===== config.mk =====
export PLATFORM = sky130hd
export DESIGN_NAME = cpu_lite_top
export DESIGN_NICKNAME = d
export VERILOG_FILES = /design/src/hdl/host_pkg.sv /design/src/hdl/isa_pkg.sv /design/src/hdl/cpu_lite_top.sv /design/src/hdl/reg_file.sv /design/src/hdl/alu.sv /design/src/hdl/exec_core.sv /design/src/hdl/instr_store.sv
export VERILOG_INCLUDE_DIRS = /design/src /design/src/hdl
export SDC_FILE = /design/constraint.sdc
export NUM_CORES = 2
export LEC_CHECK = 0
export ABC_AREA = 1
export BUFFER_PORTS_ARGS = -buffer_cell sky130_fd_sc_hd__buf_2
export CORE_MARGIN = 2
export CORE_UTILIZATION = 40
export CTS_CLUSTER_SIZE = 16
export DETAILED_ROUTE_END_ITERATION = 10
export PLACE_DENSITY_LB_ADDON = 0.08
export SYNTH_ARGS = -nofsm -noshare
export SYNTH_HDL_FRONTEND = slang
export SYNTH_HIERARCHICAL = 1
export SYNTH_SLANG_ARGS = --single-unit

===== constraint.sdc =====
create_clock -name clk_i -period 31.4 [get_ports clk_i]
set_input_delay 1.57 -clock clk_i [delete_from_list [all_inputs] [get_ports clk_i]]
set_output_delay 1.57 -clock clk_i [all_outputs]
set_load 0.01 [all_outputs]

===== src/hdl/cpu_lite_defs.svh =====
`ifndef CPU_LITE_DEFS_SVH
`define CPU_LITE_DEFS_SVH

// datapath
`define XLEN          32
`define REG_COUNT     32
`define REG_ADDR_W    5

// instruction store
`define IMEM_DEPTH    16
`define IMEM_ADDR_W   4

// host loader framing bytes
`define START_MARKER  8'hFE
`define END_MARKER    8'hFF

`endif

===== src/hdl/host_pkg.sv =====
`default_nettype none

`include "cpu_lite_defs.svh"

package host_pkg;

    typedef logic [7:0]              byte_t;
    typedef logic [1:0]              byte_sel_t;   // 0 is bits 7..0
    typedef logic [`IMEM_ADDR_W-1:0] imem_addr_t;

    typedef enum logic [1:0] {
        IDLE,     // waiting for start marker
        LOADING,  // collecting instruction bytes
        RUN       // held until reset
    } load_state_t;

endpackage

`default_nettype wire


===== src/hdl/isa_pkg.sv =====
`default_nettype none

`include "cpu_lite_defs.svh"

package isa_pkg;

    typedef logic [`XLEN-1:0]       word_t;
    typedef logic [`REG_ADDR_W-1:0] reg_addr_t;
    typedef logic [31:0]            instr_t;

    typedef enum logic [6:0] {
        OP     = 7'b0110011,  // register-register
        OP_IMM = 7'b0010011   // register-immediate
    } opcode_t;

    typedef enum logic [2:0] {
        ALU_ADD,
        ALU_SUB,
        ALU_AND,
        ALU_OR,
        ALU_XOR,
        ALU_SLL,
        ALU_SLT
    } alu_op_t;

    // funct3 field values
    localparam logic [2:0] F3_ADD_SUB = 3'b000;
    localparam logic [2:0] F3_SLL     = 3'b001;
    localparam logic [2:0] F3_SLT     = 3'b010;
    localparam logic [2:0] F3_XOR     = 3'b100;
    localparam logic [2:0] F3_OR      = 3'b110;
    localparam logic [2:0] F3_AND     = 3'b111;

    // funct7 field values
    localparam logic [6:0] F7_BASE    = 7'b0000000;
    localparam logic [6:0] F7_ALT     = 7'b0100000;  // sub

endpackage

`default_nettype wire


===== src/hdl/cpu_lite_top.sv =====
`default_nettype none

`include "cpu_lite_defs.svh"

module cpu_lite_top
    import isa_pkg::*;
    import host_pkg::*;
(
    input  logic      clk_i,
    input  logic      reset,
    input  logic      host_valid_i,
    input  byte_t     host_byte_i,
    input  reg_addr_t reg_sel_i,
    input  byte_sel_t byte_sel_i,
    output byte_t     value_o,
    output logic      is_positive_o,
    output logic      done_o
);

    logic                  run;
    logic [`IMEM_ADDR_W:0] instr_count;
    imem_addr_t            fetch_addr;
    instr_t                fetch_instr;
    reg_addr_t             rs1_addr;
    reg_addr_t             rs2_addr;
    word_t                 rs1_data;
    word_t                 rs2_data;
    word_t                 operand_a;
    word_t                 operand_b;
    alu_op_t               alu_op;
    word_t                 alu_result;
    logic                  wr_en;
    reg_addr_t             wr_addr;
    word_t                 wr_data;

    instr_store u_instr_store (
        .clk_i         (clk_i),
        .reset         (reset),
        .host_valid_i  (host_valid_i),
        .host_byte_i   (host_byte_i),
        .fetch_addr_i  (fetch_addr),
        .fetch_instr_o (fetch_instr),
        .instr_count_o (instr_count),
        .run_o         (run)
    );

    exec_core u_exec_core (
        .clk_i         (clk_i),
        .reset         (reset),
        .run_i         (run),
        .instr_count_i (instr_count),
        .instr_i       (fetch_instr),
        .fetch_addr_o  (fetch_addr),
        .rs1_addr_o    (rs1_addr),
        .rs2_addr_o    (rs2_addr),
        .rs1_data_i    (rs1_data),
        .rs2_data_i    (rs2_data),
        .operand_a_o   (operand_a),
        .operand_b_o   (operand_b),
        .alu_op_o      (alu_op),
        .result_i      (alu_result),
        .wr_en_o       (wr_en),
        .wr_addr_o     (wr_addr),
        .wr_data_o     (wr_data),
        .done_o        (done_o)
    );

    alu u_alu (
        .operand_a_i (operand_a),
        .operand_b_i (operand_b),
        .alu_op_i    (alu_op),
        .result_o    (alu_result)
    );

    reg_file u_reg_file (
        .clk_i         (clk_i),
        .reset         (reset),
        .rs1_addr_i    (rs1_addr),
        .rs2_addr_i    (rs2_addr),
        .rs1_data_o    (rs1_data),
        .rs2_data_o    (rs2_data),
        .wr_en_i       (wr_en),
        .wr_addr_i     (wr_addr),
        .wr_data_i     (wr_data),
        .reg_sel_i     (reg_sel_i),
        .byte_sel_i    (byte_sel_i),
        .value_o       (value_o),
        .is_positive_o (is_positive_o)
    );

endmodule

`default_nettype wire


===== src/hdl/reg_file.sv =====
`default_nettype none

`include "cpu_lite_defs.svh"

module reg_file
    import isa_pkg::*;
    import host_pkg::*;
(
    input  logic      clk_i,
    input  logic      reset,
    input  reg_addr_t rs1_addr_i,
    input  reg_addr_t rs2_addr_i,
    output word_t     rs1_data_o,
    output word_t     rs2_data_o,
    input  logic      wr_en_i,
    input  reg_addr_t wr_addr_i,
    input  word_t     wr_data_i,
    input  reg_addr_t reg_sel_i,
    input  byte_sel_t byte_sel_i,
    output byte_t     value_o,
    output logic      is_positive_o
);

    word_t regs [`REG_COUNT];
    word_t sel_word;  // register picked by host

    always_ff @(posedge clk_i or posedge reset) begin
        if (reset) begin
            for (int i = 0; i < `REG_COUNT; i++) begin
                regs[i] <= '0;
            end
        end else if (wr_en_i && (wr_addr_i != '0)) begin
            regs[wr_addr_i] <= wr_data_i;  // x0 stays zero
        end
    end

    assign rs1_data_o = regs[rs1_addr_i];
    assign rs2_data_o = regs[rs2_addr_i];

    // host readout
    assign sel_word      = regs[reg_sel_i];
    assign value_o       = sel_word[{byte_sel_i, 3'b000} +: 8];
    assign is_positive_o = ~sel_word[`XLEN-1];

endmodule

`default_nettype wire


===== src/hdl/alu.sv =====
`default_nettype none

module alu
    import isa_pkg::*;
(
    input  word_t   operand_a_i,
    input  word_t   operand_b_i,
    input  alu_op_t alu_op_i,
    output word_t   result_o
);

    always_comb begin
        case (alu_op_i)
            ALU_ADD: result_o = operand_a_i + operand_b_i;
            ALU_SUB: result_o = operand_a_i - operand_b_i;
            ALU_AND: result_o = operand_a_i & operand_b_i;
            ALU_OR:  result_o = operand_a_i | operand_b_i;
            ALU_XOR: result_o = operand_a_i ^ operand_b_i;
            ALU_SLL: result_o = operand_a_i << operand_b_i[4:0];  // low five bits only
            ALU_SLT: begin
                // signed compare, result is 0 or 1
                if ($signed(operand_a_i) < $signed(operand_b_i)) begin
                    result_o = word_t'(1);
                end else begin
                    result_o = '0;
                end
            end
            default: result_o = '0;
        endcase
    end

endmodule

`default_nettype wire


===== src/hdl/exec_core.sv =====
`default_nettype none

`include "cpu_lite_defs.svh"

module exec_core
    import isa_pkg::*;
    import host_pkg::*;
(
    input  logic                  clk_i,
    input  logic                  reset,
    input  logic                  run_i,
    input  logic [`IMEM_ADDR_W:0] instr_count_i,
    input  instr_t                instr_i,
    output imem_addr_t            fetch_addr_o,
    output reg_addr_t             rs1_addr_o,
    output reg_addr_t             rs2_addr_o,
    input  word_t                 rs1_data_i,
    input  word_t                 rs2_data_i,
    output word_t                 operand_a_o,
    output word_t                 operand_b_o,
    output alu_op_t               alu_op_o,
    input  word_t                 result_i,
    output logic                  wr_en_o,
    output reg_addr_t             wr_addr_o,
    output word_t                 wr_data_o,
    output logic                  done_o
);

    logic [`IMEM_ADDR_W:0]   pc_q;
    logic [`IMEM_ADDR_W+1:0] pc_inc;     // wide enough for count of 16
    logic                    active;     // executing this cycle
    logic                    supported;
    logic                    is_imm;
    logic                    done_q;
    opcode_t                 opcode;
    logic [2:0]              funct3;
    logic [6:0]              funct7;
    word_t                   imm_sext;

    assign opcode   = opcode_t'(instr_i[6:0]);
    assign funct3   = instr_i[14:12];
    assign funct7   = instr_i[31:25];
    assign imm_sext = {{(`XLEN-12){instr_i[31]}}, instr_i[31:20]};

    assign active = run_i && (pc_q < instr_count_i);
    assign pc_inc = pc_q + 1'b1;

    always_comb begin
        alu_op_o  = ALU_ADD;
        supported = 1'b0;
        is_imm    = 1'b0;
        case (opcode)
            OP: begin
                supported = 1'b1;
                case ({funct7, funct3})
                    {F7_BASE, F3_ADD_SUB}: alu_op_o = ALU_ADD;
                    {F7_ALT,  F3_ADD_SUB}: alu_op_o = ALU_SUB;
                    {F7_BASE, F3_AND}:     alu_op_o = ALU_AND;
                    {F7_BASE, F3_OR}:      alu_op_o = ALU_OR;
                    {F7_BASE, F3_XOR}:     alu_op_o = ALU_XOR;
                    {F7_BASE, F3_SLL}:     alu_op_o = ALU_SLL;
                    {F7_BASE, F3_SLT}:     alu_op_o = ALU_SLT;
                    default:               supported = 1'b0;
                endcase
            end
            OP_IMM: begin
                supported = 1'b1;
                is_imm    = 1'b1;
                case (funct3)
                    F3_ADD_SUB: alu_op_o = ALU_ADD;  // addi
                    F3_AND:     alu_op_o = ALU_AND;
                    F3_OR:      alu_op_o = ALU_OR;
                    default:    supported = 1'b0;
                endcase
            end
            default: supported = 1'b0;  // no-op, pc still advances
        endcase
    end

    always_ff @(posedge clk_i or posedge reset) begin
        if (reset) begin
            pc_q   <= '0;
            done_q <= 1'b0;
        end else begin
            if (active) begin
                pc_q <= pc_inc[`IMEM_ADDR_W:0];
            end
            // set with the last write, sticky until reset
            if (run_i && (pc_inc >= instr_count_i)) begin
                done_q <= 1'b1;
            end
        end
    end

    assign fetch_addr_o = pc_q[`IMEM_ADDR_W-1:0];
    assign rs1_addr_o   = instr_i[19:15];
    assign rs2_addr_o   = instr_i[24:20];
    assign operand_a_o  = rs1_data_i;
    assign operand_b_o  = is_imm ? imm_sext : rs2_data_i;
    assign wr_addr_o    = instr_i[11:7];
    assign wr_en_o      = active && supported && (wr_addr_o != '0);
    assign wr_data_o    = result_i;
    assign done_o       = done_q;

endmodule

`default_nettype wire


===== src/hdl/instr_store.sv =====
`default_nettype none

`include "cpu_lite_defs.svh"

module instr_store
    import isa_pkg::*;
    import host_pkg::*;
(
    input  logic                  clk_i,
    input  logic                  reset,
    input  logic                  host_valid_i,
    input  byte_t                 host_byte_i,
    input  imem_addr_t            fetch_addr_i,
    output instr_t                fetch_instr_o,
    output logic [`IMEM_ADDR_W:0] instr_count_o,
    output logic                  run_o
);

    instr_t                mem [`IMEM_DEPTH];
    load_state_t           state_q;
    logic [1:0]            phase_q;    // lane of next byte
    logic [`IMEM_ADDR_W:0] count_q;    // words stored
    logic [23:0]           asm_q;      // lower three bytes so far
    logic                  end_seen;
    logic                  data_stb;
    logic                  word_done;
    logic                  has_room;

    // 0xFF only ends the program on a word boundary
    assign end_seen  = host_valid_i && (state_q == LOADING) &&
                       (phase_q == 2'd0) && (host_byte_i == `END_MARKER);
    assign data_stb  = host_valid_i && (state_q == LOADING) && !end_seen;
    assign word_done = data_stb && (phase_q == 2'd3);
    assign has_room  = (count_q < `IMEM_DEPTH);  // extra words dropped

    always_ff @(posedge clk_i or posedge reset) begin
        if (reset) begin
            state_q <= IDLE;
            phase_q <= '0;
            count_q <= '0;
        end else begin
            case (state_q)
                IDLE: begin
                    if (host_valid_i && (host_byte_i == `START_MARKER)) begin
                        state_q <= LOADING;
                        phase_q <= '0;
                        count_q <= '0;
                    end
                end
                LOADING: begin
                    if (end_seen) begin
                        state_q <= RUN;
                    end else if (data_stb) begin
                        phase_q <= phase_q + 2'd1;  // wraps after lane 3
                        if (word_done && has_room) begin
                            count_q <= count_q + 1'b1;
                        end
                    end
                end
                default: state_q <= state_q;  // strobes ignored
            endcase
        end
    end

    // lsb first, so each byte shifts in from the top
    always_ff @(posedge clk_i) begin
        if (data_stb) begin
            asm_q <= {host_byte_i, asm_q[23:8]};
        end
        if (word_done && has_room) begin
            mem[count_q[`IMEM_ADDR_W-1:0]] <= {host_byte_i, asm_q};
        end
    end

    assign fetch_instr_o = mem[fetch_addr_i];
    assign instr_count_o = count_q;
    assign run_o         = (state_q == RUN);

endmodule

`default_nettype wire


==> results by group <==
Clock tree
  • Number of gates resized after CTS: 0
  • TritonCTS buffer count: 186
  • Reg clk slew, reported paths: 60 ps
  • CTS HTree Levels: 4
  • Root buffer cell: clkbuf_16
  • Clock Latency Late Sink: approximately 900 ps
  • Clk sinks: 1575
  • CTS tree: yes
  • Hold_buf cts: 0
  • CTS max path bufs: 3
  • Post-CTS setup buffer count: 0

STA
  • Clock skew: 105 ps
  • Hold slack: 426 ps
  • RSZ-0062 raised after global routing: no
  • Final setup violation count: 0
  • Max Clk Rate: 99.3 MHz
  • Setup TNS: 0 ps
  • Fin. Hold Viols: 0
  • Final worst-path cycle share: 0.321
  • Min Tclk post-route: a little over 10000 ps
  • Slew HR: 0.139
  • Max-slew violations: 0
  • Slew at the pin closest to its max-slew limit: 1290 ps

Worst setup path
  • Cells on worst reg2reg path: 30
  • Crit path max fanout: 198
  • CP delay by family, top: buffers and inverters
  • Critical path class: register to register
  • Required time worst endpoint: ~32000 ps
  • Top cell by count, worst path: nand2_1
  • Worst path slowest cell: dfrtp_4
  • Reg2Reg Capture Point: u_reg_file/regs[828]
  • Worst Setup EP: u_reg_file/regs[828]
  • R2R Path Start: u_exec_core/pc_q[0]
  • CP endpoint kind: register
  • Worst Setup Start Kind: register
  • R2r setup slk: 21330 ps
  • Critical path depth: 30
  • Launch point of the worst path: u_exec_core/pc_q[0]
  • WP buf/inv: 7
  • CP max stage delay: 1010 ps
  • CP Data Arrival Time: between 10000 and 15000 ps

Synthesis
  • Number of synthesized flops with an enable pin: about 540
  • Synthesized Nets: roughly 13000
  • Synth Register Bits: 1575
  • Syn. warnings: 6
  • Post-synth top area share: 0.271
  • Synth area leader: dfrtp_1
  • Top cells by area, synth: dfrtp_1 27%, edfxtp_1 17%, nand2_1 12%
  • Mapped Area: approximately 0.096 mm2
  • Ys async rst share: 0.660
  • Post-Synthesis Cells: 13100
  • Register area share after synthesis: 0.439
  • Syn Area/Cell: about 7.3 um2
  • Top FF cell, synth: dfrtp_1
  • Distinct cells, synth: 48

Cells and area
  • Commonest cells after routing, fill and taps aside: 3040 x nand2_1, 2054 x o21ai_0, 1576 x nand3_1
  • Storage cell area: 0.0421 mm2
  • Multi-input logic area: 0.0461 mm2
  • Fin util: 0.433
  • Ratio of cells with drive above 1 in the final layout: 0.0479
  • Fillcell total: between 20000 and 25000
  • Syn-to-layout area delta: 7.49%
  • Commonest non-fill, non-tap cell in the layout: nand2_1
  • Final nets: 12400

Job
  • Max_cap viols: 0

Floorplan
  • DIE AREA: 0.244 mm2
  • Starting density of the core: 0.403
  • Die height: 494 um
  • Core area: 0.238 mm2
  • Die X: between 400 and 500 um
  • IO Pins: 28
  • Row count: 179

Route
  • Wire length per cell: 28.5 um
  • Remaining routing DRC violations: 0
  • First-pass DRT Iterations: 8
  • Vias: 96800
  • Via density: 6.21
  • 1st-iter DRT viols: approximately 15000
  • Final WL: 444000 um
  • Routed Antenna Nets: 0

Global route
  • Total track usage: 0.354
  • Vias in the first global route: around 90000
  • First-pass GRT wire length: 639000 um
  • Met1 Track Usage GR: 0.481
  • Met2 Use GR: 0.536
  • Global route hottest layer: met2
  • Initial antenna violation count: 18
  • Global route overflow: 0
  • Largest net degree at the start of global routing: 199
  • Met3 Track Usage GR: 0.0711

Pwr
  • Power density over the cells: 44.6 mW/mm2
  • Final Power: 4.61 mW
  • Worst VDD drop: 62.2 uV
  • Static Leak: 42.8 nW

Min path
  • HP Class: register to register

Placement
  • Post-DP HPWL: 244000 um
  • Placer Congestion: 1.00
  • I/O Buffers: 27

Status
  • Status: finished clean
-- registers in the layout, summed over array words and instances (netlist names) --
register,flops
u_exec_core/pc_q,5
u_reg_file/regs,1024
u_instr_store/mem,512
u_instr_store/asm_q,24
u_instr_store/phase_q,2
u_exec_core/done_o,1
u_instr_store/state_q,2
u_instr_store/instr_count_o,5
-- cell type report --
class | count | share of cell area
Multi-Input combinational cell | 9577 | 0.447
Sequential cell | 1575 | 0.408
Clock buffer | 258 | 0.0512
Tap cell | 3167 | 0.0384
Inverter | 714 | 0.0268
Timing Repair Buffer | 201 | 0.0165
Clock inverter | 88 | 0.0123
Antenna cell | 13 | 0.000315
-- metal layers --
layer,share of wire,wire [um],up-vias
li1,-,-,42700
met4,0.054,24000,8
met3,0.10,45700,1270
met1,0.41,182000,46700
met5,0.00017,74,-
met2,0.43,192000,6134
-- cells in the mapped netlist, drive strengths merged, types with 2 or more instances --
library cell and n:
buf 398, o221ai 367, o21a 49, a21oi 487, and2 2, o211ai 152, inv 707, nor3 44
o21bai 8, o22ai 113, nand4 20, nor3b 2, fa 2, and3 2, nor4 4, edfxtp 536
clkinv 7, o2111ai 2, nand2 3079, nand3 1580, clkbuf 835, ha 124, nand3b 7, a31oi 3
a221oi 6, xor2 7, nor2 1363, dfrtp 1039, o21ai 2150
-- how the worst min path moves through the flow --
stage | startpoint | to | cells after the start
2_1_floorplan | u_reg_file/regs[227] | u_reg_file/regs[227] | 2
3_3_place_gp | u_reg_file/regs[1023] | u_reg_file/regs[1023] | 0
3_5_place_dp | u_reg_file/regs[1019] | u_reg_file/regs[1019] | 0
4_1_cts | u_reg_file/regs[999] | u_reg_file/regs[999] | 0
5_1_grt | u_reg_file/regs[1009] | u_reg_file/regs[1009] | 0
6_report | u_reg_file/regs[1016] | u_reg_file/regs[1016] | 0
-- power breakdown --
| part | leakage, nW | switching (mW) | internal (mW) |
|---|---|---|---|
| registers | 19.3 | 0 | 2.12 |
| clock network | 3.18 | 0.970 | 1.35 |
| logic | 20.3 | 0.140 | 0.0302 |
-- metrics by stage --
| stage | setup WS, ps | area, um2 | cells |
|---|---|---|---|
| 6_report | 21330 | 103000 | 15600 |
| 5_1_grt | 20950 | 103000 | 15600 |
| 3_5_place_dp | 21740 | 96600 | 15200 |
| 3_3_place_gp | 21660 | 96600 | 15200 |
| 2_1_floorplan | 1010 | 96000 | 13100 |
| 4_1_cts | 21690 | 103000 | 15600 |
-- cells by family after synthesis --
group,count (synthesis),synth area share
DFF,1575,0.439
buffers and inverters,1947,0.0863
xor gates and xnor gates,8,0.000730
adders and majority gates,126,0.0166
and+or+nand+nor,6103,0.262
AOI/OAI and AO/OA,3340,0.196
(Power assumes the default switching activity.)
